`src/tiny16_pkg.sv`:
```
package tiny16_pkg;

    typedef logic [15:0] word_t;
    typedef logic [1:0]  reg_idx_t;
    typedef logic [7:0]  ram_addr_t;

    localparam int ram_depth = 256;

    // all ones decodes as major opcode 15 and does nothing
    localparam word_t nop_instr  = 16'hffff;
    localparam word_t irq_vector = 16'h0001;

    localparam reg_idx_t reg_a  = 2'd0;
    localparam reg_idx_t reg_w  = 2'd1;
    localparam reg_idx_t reg_x  = 2'd2;
    localparam reg_idx_t reg_sp = 2'd3;

    typedef enum logic [4:0] {
        op_nop,
        op_jmp,
        op_br,
        op_mvh,
        op_adi,
        op_store_mem,
        op_load_mem,
        op_halt,
        op_wfi,
        op_reti,
        op_shr,
        op_shl,
        op_not,
        op_neg,
        op_mov,
        op_add,
        op_adc,
        op_sub,
        op_sbc,
        op_and,
        op_or,
        op_xor,
        op_call_reg,
        op_loadpc,
        op_call
    } op_t;

    // one-hot sequencer
    typedef enum logic [3:0] {
        st_addr  = 4'b0001,
        st_fetch = 4'b0010,
        st_exec  = 4'b0100,
        st_wb    = 4'b1000
    } stage_t;

    // operations whose result goes through acc
    function automatic logic is_alu_op(op_t op);
        return op inside {op_adi, op_shr, op_shl, op_not, op_neg, op_add, op_adc,
                          op_sub, op_sbc, op_and, op_or, op_xor};
    endfunction

endpackage

```
`src/tiny16_alu.sv`:
```
`timescale 1ns/1ns

module tiny16_alu (
    input  tiny16_pkg::op_t   op,
    input  tiny16_pkg::word_t a,
    input  tiny16_pkg::word_t b,
    input  tiny16_pkg::word_t imm10,
    input  logic              carry_in,
    output tiny16_pkg::word_t result,
    output logic              carry_out,
    output logic              carry_we
);
    import tiny16_pkg::*;

    always_comb begin
        result    = '0;
        carry_out = carry_in;
        carry_we  = 1'b0;
        case (op)
            op_adi: begin
                {carry_out, result} = {1'b0, a} + {1'b0, imm10};
                carry_we = 1'b1;
            end
            op_add: begin
                {carry_out, result} = {1'b0, a} + {1'b0, b};
                carry_we = 1'b1;
            end
            op_adc: begin
                {carry_out, result} = {1'b0, a} + {1'b0, b} + {16'h0000, carry_in};
                carry_we = 1'b1;
            end
            // carry holds the borrow out of the 17-bit difference
            op_sub: begin
                {carry_out, result} = {1'b0, a} - {1'b0, b};
                carry_we = 1'b1;
            end
            op_sbc: begin
                {carry_out, result} = {1'b0, a} - {1'b0, b} - {16'h0000, carry_in};
                carry_we = 1'b1;
            end
            op_shl: begin
                {carry_out, result} = {a, 1'b0};
                carry_we = 1'b1;
            end
            op_shr: begin
                {result, carry_out} = {1'b0, a};
                carry_we = 1'b1;
            end
            op_and: result = a & b;
            op_or:  result = a | b;
            op_xor: result = a ^ b;
            op_not: result = ~a;
            op_neg: result = -a;
            default: result = '0;
        endcase
    end

    // alu operations never leave unknown bits in the result
    always_comb begin
        if (is_alu_op(op)) begin
            result_known: assert final (!$isunknown(result))
                else $error("alu result has unknown bits for op %s", op.name());
        end
    end

endmodule

```
`src/tiny16_core.sv`:
```
`timescale 1ns/1ns

module tiny16_core (
    input  logic              clk,
    input  logic              reset,
    output tiny16_pkg::word_t address,
    input  tiny16_pkg::word_t data_in,
    output tiny16_pkg::word_t data_out,
    output logic              rd_n,
    output logic              wr_n,
    input  logic              interrupt,
    output logic              hlt,
    output logic              wfi,
    output logic              in_interrupt
);
    import tiny16_pkg::*;

    stage_t   stage;
    word_t    pc;
    word_t    saved_pc;
    word_t    instr;
    word_t    regs [4];
    word_t    acc;
    logic     c;
    logic     z;
    logic     n;

    op_t      op;
    reg_idx_t dest_reg;
    reg_idx_t source_reg;
    word_t    imm8;
    word_t    imm10;
    word_t    mvh_value;
    word_t    pc_step;

    word_t    alu_result;
    logic     alu_carry;
    logic     alu_carry_we;

    logic     is_load;
    logic     is_store;
    logic     take_irq;
    word_t    load_base;
    word_t    store_base;

    assign z = (acc == '0);
    assign n = acc[15];

    tiny16_decode u_decode (
        .instr      (instr),
        .c          (c),
        .z          (z),
        .n          (n),
        .op         (op),
        .dest_reg   (dest_reg),
        .source_reg (source_reg),
        .imm8       (imm8),
        .imm10      (imm10),
        .mvh_value  (mvh_value),
        .pc_step    (pc_step)
    );

    tiny16_alu u_alu (
        .op        (op),
        .a         (regs[dest_reg]),
        .b         (regs[source_reg]),
        .imm10     (imm10),
        .carry_in  (c),
        .result    (alu_result),
        .carry_out (alu_carry),
        .carry_we  (alu_carry_we)
    );

    assign is_load  = (op == op_load_mem) || (op == op_loadpc);
    assign is_store = (op == op_store_mem) || (op == op_call) || (op == op_call_reg);
    assign take_irq = interrupt && !in_interrupt;

    // register index 0 as a base means absolute
    assign load_base  = (source_reg == reg_a) ? '0 : regs[source_reg];
    assign store_base = (dest_reg == reg_a) ? '0 : regs[dest_reg];

    // instruction fetch in st_fetch and data access in st_wb
    assign rd_n = hlt || !((stage == st_fetch) || (is_load && stage == st_wb));
    assign wr_n = hlt || !(is_store && stage == st_wb);

    always_ff @(posedge clk) begin
        if (!reset) begin
            stage        <= st_addr;
            pc           <= '0;
            instr        <= nop_instr;
            address      <= '0;
            acc          <= '0;
            c            <= 1'b0;
            hlt          <= 1'b0;
            wfi          <= 1'b0;
            in_interrupt <= 1'b0;
        end else if (!hlt) begin
            case (stage)
                st_addr: begin
                    if (take_irq) begin
                        saved_pc     <= pc;
                        pc           <= irq_vector;
                        address      <= irq_vector;
                        in_interrupt <= 1'b1;
                        wfi          <= 1'b0;
                        stage        <= st_fetch;
                    end else if (op == op_wfi) begin
                        // park here until an interrupt is taken
                        wfi     <= 1'b1;
                        address <= pc;
                    end else begin
                        wfi     <= 1'b0;
                        address <= pc;
                        stage   <= st_fetch;
                    end
                end
                st_fetch: begin
                    instr <= data_in;
                    stage <= st_exec;
                end
                st_exec: begin
                    hlt <= (op == op_halt);
                    if (op == op_reti) begin
                        pc           <= saved_pc;
                        in_interrupt <= 1'b0;
                    end else if (op == op_call_reg) begin
                        pc <= regs[source_reg];
                    end else begin
                        pc <= pc + pc_step;
                    end
                    if (is_load) begin
                        address <= load_base + imm8;
                    end else if (op == op_call || op == op_call_reg) begin
                        // push return address below sp and leave sp untouched
                        address  <= regs[dest_reg] - 16'd1;
                        data_out <= pc + 16'd1;
                    end else if (op == op_store_mem) begin
                        address  <= store_base + imm8;
                        data_out <= regs[source_reg];
                    end
                    if (is_alu_op(op)) begin
                        acc <= alu_result;
                        if (alu_carry_we) begin
                            c <= alu_carry;
                        end
                    end
                    stage <= st_wb;
                end
                st_wb: begin
                    case (op)
                        op_loadpc:   pc <= data_in;
                        op_load_mem: regs[dest_reg] <= data_in;
                        op_mov:      regs[dest_reg] <= regs[source_reg];
                        op_mvh:      regs[dest_reg] <= mvh_value;
                        default: begin
                            if (is_alu_op(op)) begin
                                regs[dest_reg] <= acc;
                            end
                        end
                    endcase
                    stage <= st_addr;
                end
                default: stage <= st_addr;
            endcase
        end
    end

    stage_onehot: assert property (@(posedge clk) disable iff (!reset) $onehot(stage))
        else $error("stage is not one-hot");

    strobes_exclusive: assert property (@(posedge clk) disable iff (!reset) !(!rd_n && !wr_n))
        else $error("rd_n and wr_n low together");

    write_in_wb: assert property (@(posedge clk) disable iff (!reset) !wr_n |-> stage == st_wb)
        else $error("write strobe outside writeback");

endmodule

```
`src/tiny16_decode.sv`:
```
`timescale 1ns/1ns

module tiny16_decode (
    input  tiny16_pkg::word_t    instr,
    input  logic                 c,
    input  logic                 z,
    input  logic                 n,
    output tiny16_pkg::op_t      op,
    output tiny16_pkg::reg_idx_t dest_reg,
    output tiny16_pkg::reg_idx_t source_reg,
    output tiny16_pkg::word_t    imm8,
    output tiny16_pkg::word_t    imm10,
    output tiny16_pkg::word_t    mvh_value,
    output tiny16_pkg::word_t    pc_step
);
    import tiny16_pkg::*;

    logic [9:0]  value10;
    logic [11:0] value12;
    word_t       imm12;
    logic [2:0]  cond_hits;
    logic        cond_pass;

    // operands share the high byte and extend into the low nibble
    assign value10 = {instr[1:0], instr[15:8]};
    assign value12 = {instr[3:0], instr[15:8]};

    assign dest_reg   = instr[3:2];
    assign source_reg = instr[1:0];

    assign imm8      = {{8{instr[15]}}, instr[15:8]};
    assign imm10     = {{6{value10[9]}}, value10};
    assign imm12     = {{4{value12[11]}}, value12};
    assign mvh_value = {value10, 6'h00};

    // mask selects among the flags and bit 3 inverts
    assign cond_hits = instr[2:0] & {c, z, n};
    assign cond_pass = (|cond_hits) ^ instr[3];

    always_comb begin
        op = op_nop;
        case (instr[7:4])
            4'h0: op = op_jmp;
            4'h1: op = op_br;
            4'h2: op = op_mvh;
            4'h3: op = op_adi;
            4'h4: op = op_store_mem;
            4'h5: op = op_load_mem;
            4'h6: begin
                // sub-operation sits in the high byte
                case (instr[15:8])
                    8'h00: op = op_halt;
                    8'h01: op = op_wfi;
                    8'h02: op = op_reti;
                    8'h03: op = op_shr;
                    8'h04: op = op_shl;
                    8'h05: op = op_not;
                    8'h06: op = op_neg;
                    8'h07: op = op_mov;
                    8'h08: op = op_add;
                    8'h09: op = op_adc;
                    8'h0a: op = op_sub;
                    8'h0b: op = op_sbc;
                    8'h0c: op = op_and;
                    8'h0d: op = op_or;
                    8'h0e: op = op_xor;
                    8'h0f: op = op_call_reg;
                    default: op = op_nop;
                endcase
            end
            4'h7: op = op_loadpc;
            4'h8: op = op_call;
            default: op = op_nop;
        endcase
    end

    always_comb begin
        pc_step = 16'd1;
        if (op == op_jmp) begin
            pc_step = imm12;
        end else if (op == op_call) begin
            pc_step = imm10;
        end else if (op == op_br && cond_pass) begin
            pc_step = imm8;
        end
    end

endmodule

```
`config.mk`:
```
export PLATFORM = sky130hd
export DESIGN_NAME = tiny16_core
export DESIGN_NICKNAME = d
export VERILOG_FILES = /design/src/tiny16_pkg.sv /design/src/tiny16_alu.sv /design/src/tiny16_core.sv /design/src/tiny16_decode.sv
export SDC_FILE = /design/constraint.sdc
export NUM_CORES = 1
export LEC_CHECK = 0
export BUFFER_PORTS_ARGS = -buffer_cell sky130_fd_sc_hd__buf_4
export CAP_MARGIN = 10
export CORE_MARGIN = 8
export CORE_UTILIZATION = 30
export CTS_CLUSTER_DIAMETER = 60
export CTS_CLUSTER_SIZE = 40
export DETAILED_ROUTE_END_ITERATION = 8
export PLACE_DENSITY_LB_ADDON = 0.25
export SLEW_MARGIN = 20
export SYNTH_ARGS = -nofsm -noshare
export SYNTH_HDL_FRONTEND = slang
export SYNTH_SLANG_ARGS = --single-unit
```
`constraint.sdc`:
```
create_clock -name clk -period 5.4 [get_ports clk]
set_clock_uncertainty 0.15 [all_clocks]
set_input_delay 1.08 -clock clk [delete_from_list [all_inputs] [get_ports clk]]
set_output_delay 1.08 -clock clk [all_outputs]
set_load 0.01 [all_outputs]
```
**Word-level counts from Yosys, hierarchy flattened**

Memory sizes are Yosys's and may differ from the RTL's. A register that Yosys moved wholly into a read port is not among the register bits.
Cells that the tools add are included.

- Add/subtract/negate cells: 11
- Eq/ne operators: 41
- Mux-type cells: 61
- Bitwise gates (word level): 11
- Reduce and logical (&&, ||, !) cells: 37

Operators by type and width:

| operator | number |
|---|---|
| $mux 16 | 17 |
| $pmux 16 s12 | 1 |
| $add 16x16->16 | 3 |
| $pmux 16 s3 | 1 |
| $eq 5x5->1 const B | 9 |
| $pmux 5 s9 | 1 |
| $eq 5x4->1 const B | 8 |
| $add 16x16->17 | 2 |
| $pmux 16 s2 | 1 |
| $mux 1 | 28 |
| $eq 4x3->1 const B | 5 |
| $eq 5x3->1 const B | 4 |
| $add 17x1->17 | 1 |
| $sub 16x16->17 | 1 |
| $sub 17x1->17 | 1 |
| $add 16x1->16 const B | 1 |
| $and 16x16->16 | 1 |
| $logic_not 16->1 | 1 |
| $mux 4 | 4 |
| $neg 16->16 | 1 |
| $not 16->16 | 1 |
| $or 16x16->16 | 1 |
| $sub 16x1->16 const B | 1 |
| $xor 16x16->16 | 1 |
| 33 further kinds | 66 |

- Flip-flop bits (word level): 104
- Bits in writable memories: 64
- ROM bits: 80
- Input port bits: 19
- Output and inout port bits: 37
- Memories kept: 2

Memory list:

| name | depth | bits a word | read ports | clocked after Yosys merged registers in | write ports | line | RTL |
|---|---|---|---|---|---|---|---|
| (name not given) | 16 | 5 | 1 | 1 | 0 | tiny16_decode.sv:51 | `case (instr[15:8])` |
| regs | 4 | 16 | 2 | 2 | 1 | tiny16_core.sv:22 | `word_t regs [4];` |

**Depth between registers and ports, before layout**

- Depth after elaboration: 12
- Mapped depth: 21
- Depth with buffers taken out: 19

**Hierarchy**

From an unflattened synthesis, not the netlist that was laid out.

- Cell total of the unflattened synthesis: 2,009
- Area total of the unflattened synthesis: 16,852.4 µm²

By module, submodules not included:

| module | times used | cells each | area an instance (µm²) | seq. area each (µm²) |
|---|---|---|---|---|
| tiny16_core | 1 | 1,172 | 11,041.8 | 4,324.1 |
| tiny16_alu | 1 | 717 | 4,938.5 | 0.0 |
| tiny16_decode | 1 | 120 | 872.1 | 0.0 |

**Worst setup path before layout**

Ideal clock, no wire load.

- Path type: register -> register
- Start point: register with a tool-made name
- End point: register acc[11]
- Library setup time: 0.124 ns
- Arrival: 4.524 ns
- Setup slack: 0.602 ns
- Cell stages (with the launch flop): 16
- Buffers on the path: 3
- Clock period less this slack: 4.798 ns
- Path through: dfxtp_1 > clkbuf_1 > buf_1 > mux4_2 > inv_1 > ha_1 > buf_2 > nor4b_1 > nor3_1 > xnor2_1 > nand3_1 > nor4_1 > nand3_1 > xor2_1 > a221oi_1 > a21oi_1

RTL lines:

| what | line | RTL |
|---|---|---|
| to (signal assigned) | tiny16_core.sv:142 | `acc <= alu_result;` |
| to (decl) | tiny16_core.sv:23 | `word_t acc;` |

**Worst setup path in the final report**

- Start point: register instr[15]
- End point: register pc[15]

- Word-level cells in the longest chain between the ends: 12
- Elaborated cells on any way between the ends: 19

Ends and longest elaborated chain:

| what | line | RTL |
|---|---|---|
| from (decl) | tiny16_core.sv:21 | `word_t instr;` |
| from (signal assigned) | tiny16_core.sv:90 | `instr <= nop_instr;` |
| from (signal assigned) | tiny16_core.sv:118 | `instr <= data_in;` |
| $logic_not 4->1 | tiny16_decode.sv:51 |  |
| $mux 5 | tiny16_decode.sv:51 |  |
| $pmux 5 s9 | tiny16_decode.sv:42 | `case (instr[7:4])` |
| $eq 5x2->1 | tiny16_decode.sv:83 | `end else if (op == op_br && cond_pass) begin` |
| $logic_and 1x1->1 | tiny16_decode.sv:83 |  |
| $mux 16 | tiny16_decode.sv:83 |  |
| $mux 16 | tiny16_decode.sv:81 | `end else if (op == op_call) begin` |
| $mux 16 | tiny16_decode.sv:79 | `if (op == op_jmp) begin` |
| $add 16x16->16 | tiny16_core.sv:129 | `pc <= pc + pc_step;` |
| $mux 16 | tiny16_core.sv:126 | `end else if (op == op_call_reg) begin` |
| $mux 16 | tiny16_core.sv:123 | `if (op == op_reti) begin` |
| $pmux 16 s3 | tiny16_core.sv:98 | `case (stage)` |
| to (signal assigned) | tiny16_core.sv:124 | `pc <= saved_pc;` |
| to (signal assigned) | tiny16_core.sv:127 | `pc <= regs[source_reg];` |
| to (signal assigned) | tiny16_core.sv:129 |  |
| to (decl) | tiny16_core.sv:19 | `word_t pc;` |

Several ways; a longest one is shown, not always the timed one.
A chain may end at the register's enable or synchronous reset.

==> flow_summary.yaml <==
status:
  status: "complete, no violations"
clock_tree:
  clk_pin_slew_ns: 0.07
  clock_sinks: 177
  cts_tree: "built"
  cts_root_buf: "clkbuf_16"
  clkLatencyLatePin_ns: 0.49
  post_cts_resized: 0
  cts_setup_buffers: 0
  cts_made_buffers: 17
  htree_num_levels: 4
  cts_max_path_buffers: 2
  postCtsHoldBufs: 0
hold_path:
  whs_path_depth: 2
  hold_end: "address[0]"
  min_from: "address[0]"
  hp-class: "reg2reg"
logic_synthesis:
  yosysSeqAreaShare_pct: 28.8
  syn_area_sq_um: 15600
  ys_top_cells_by_area: "edfxtp_1, dfxtp_1, ha_1, nand2_1, xnor2_1"
  ys_types: 89
  synth_nets: 1995
  synth_warnings: 0
  ys_seq_elements: 177
  synth-async-reset-ratio_pct: 0
  postSynthCellCount: 1852
  synth_top_area_cell: "edfxtp_1"
  synth.most_common_cell: "nand2_1"
  yosys.area.top_type_share_pct: 18.4
  synth_commonest_cells: "nand2_1, nor2_1, o21ai_0"
  synth_area_per_cell_sq_um: 8.45
  ys.flop_type: "edfxtp_1"
  synth_edf_count: 96
setup_path:
  worstPathRequired_ns: 5.65
  cp.arrival_ns: 5.27
  r2r_slack_ns: 0.38
  timing.rr.start: "instr[15]"
  worst-setup-path-type: "reg2reg"
  cp-end-kind: "flip-flop"
  cp-start-kind: "flip-flop"
  crit_fanout: 8
  r2r_cells: 19
  rr_endpoint: "pc[15]"
route:
  wl_um: 67800
  drtIter0Drc: 1504
  drc_errors: 0
  vias: 15300
  wire_per_inst_um: 26.2
  drtAntennaViolNets: 0
  vias_per_cell: 5.91
  drtPass1Iterations: 6
grt:
  grt_pass1_wl_um: 98600
  globalRouteOverflowTotal: 0
  grt_pass1_vias: 14400
  grt_max_degree: 32
  grt_usage_pct: 22.3
  antenna_found_initial: 4
layout:
  multiInputGateArea_sq_um: 10500
  areaGrowthSynthToFinish_pct: 12.9
  utilization_pct: 34.4
  drive_gt1_share_pct: 12.1
  antenna_cells: 0
  final_area_sq_um: 17700
  layout.nets: 2039
  fill_cells: 5371
  seq_area_sq_um: 4500
sta:
  setup-violations-final: 0
  fin_setup_tns_ns: 0
  clock.fmax_mhz: 199
  min_period_over_period_pct: 93.0
  worstMarginPinSlew_ns: 1.15
  drv_slew: 0
  hold_viol: 0
  rsz0062_at_grt: "no"
  slew_headroom_pct: 23.2
  min_period_ns: 5.02
pwr:
  power_density_nw_per_um2: 264
  ir_worst_vdd_v: 0.000263
  power_leakage_nw: 6.65
  p_total_mw: 4.67
die:
  core_sq_um: 51400
  die_width_um: 244
  ios: 56
  num_rows: 83
  initial_core_util_pct: 30.4
  die_area_sq_um: 59700
  die_y_um: 244
place:
  dpl.hpwl_um: 53600
  routabilityCongestion: 1.00
  port_buffers: 55
  placed_cell_area_sq_um: 17100
flow_run:
  cap_violations: 0
## metal layers
layer  vias to the layer above  routed length, um  global-route usage (%)
met3                       128               5520                    5.28
met5                         -                  9                       0
li1                       7003                  -                       -
met4                         2               3220                    10.5
met1                      7495              29300                    29.5
met2                       663              29700                    33.9
## power by group
part	switching (mW)	total, mW	internal, mW
clock	0.602	1.30	0.695
sequential	0.106	1.59	1.48
combinational	1.13	1.78	0.656
## critical path, cell delays in order, from the launching register on
cell and delay [ns]:
dfxtp_1 0.32, buf_4 0.15, nor4_4 0.48, a211oi_1 0.14
buf_4 0.18, o211ai_2 0.38, nand2b_4 0.23, a2bb2oi_2 0.33
nand2_1 0.22, and2_1 0.22, ha_1 0.31, a21oi_1 0.26
o211ai_1 0.24, a311oi_1 0.32, o21bai_1 0.16, a21o_1 0.20
a21oi_1 0.21, xnor2_1 0.15, nand2_1 0.07, o31ai_1 0.21
## area by class of cell
type / instances / area share, %
clock buffer: 18 / 2.43
sequential: 177 / 25.5
multi-input combinational: 1496 / 59.2
tap: 680 / 4.82
clock inverter: 14 / 0.963
timing repair buffer: 128 / 5.51
inverter: 76 / 1.61
## through the flow
step | hold slack [ns] | setup slack [ns] | instances
global route | 0.349 | 0.0267 | 2589
detailed placement | 0.307 | 0.527 | 2557
finish | 0.316 | 0.379 | 2589
global placement | 0.301 | 0.565 | 2557
CTS | 0.315 | 0.476 | 2589
floorplan | 0.326 | 0.602 | 1852
## state kept, by name, indices dropped and copies added (netlist names), named ones only
name,count
regs,64
acc,16
address,16
data_out,16
instr,16
pc,16
saved_pc,16
stage,4
c,1
hlt,1
in_interrupt,1
wfi,1
## cells in the final DEF (no fill, tap or decap), types with 10 or more instances in the layout
master,instances
nand2b_1,16
a21o_1,22
o211ai_1,44
clkbuf_16,17
a31oi_1,35
o31ai_1,15
nor2_1,168
o21bai_1,10
nor4_1,11
mux4_2,31
a211oi_1,22
ha_1,118
dfxtp_1,81
edfxtp_1,96
a221oi_1,20
a22oi_1,24
nand4_1,19
inv_1,76
nand3_1,49
and2_1,14
a21oi_1,110
nor2b_1,14
mux2i_1,25
o21ai_0,129
xor2_1,43
nor3_1,47
o21ai_1,13
xnor2_1,84
o21a_1,18
nand2_1,216
buf_4,127
and3_1,17
## cells by family after synthesis
family                     Yosys count  synth area share, %
DFF                                177                 28.8
AOI/OAI and AO/OA                  559                 23.9
adders and majority gates          124                 10.2
muxes                               58                 6.21
buffers and inverters              179                 4.68
and+or+nand+nor                    628                 19.1
xor gates and xnor gates           127                 7.11
## worst max path at each step
stage | start | to | slack [ns] | cells after the start
final | instr[15] | pc[15] | 0.38 | 19
after global placement | instr[14] | pc[15] | 0.57 | 17
after floorplan | flip-flop | acc[11] | 0.60 | 15
after global routing | instr[7] | pc[15] | 0.03 | 17
after detailed placement | instr[15] | pc[15] | 0.53 | 19
after CTS | instr[15] | pc[15] | 0.48 | 19
No activity file was read; power rests on OpenSTA's default activity.
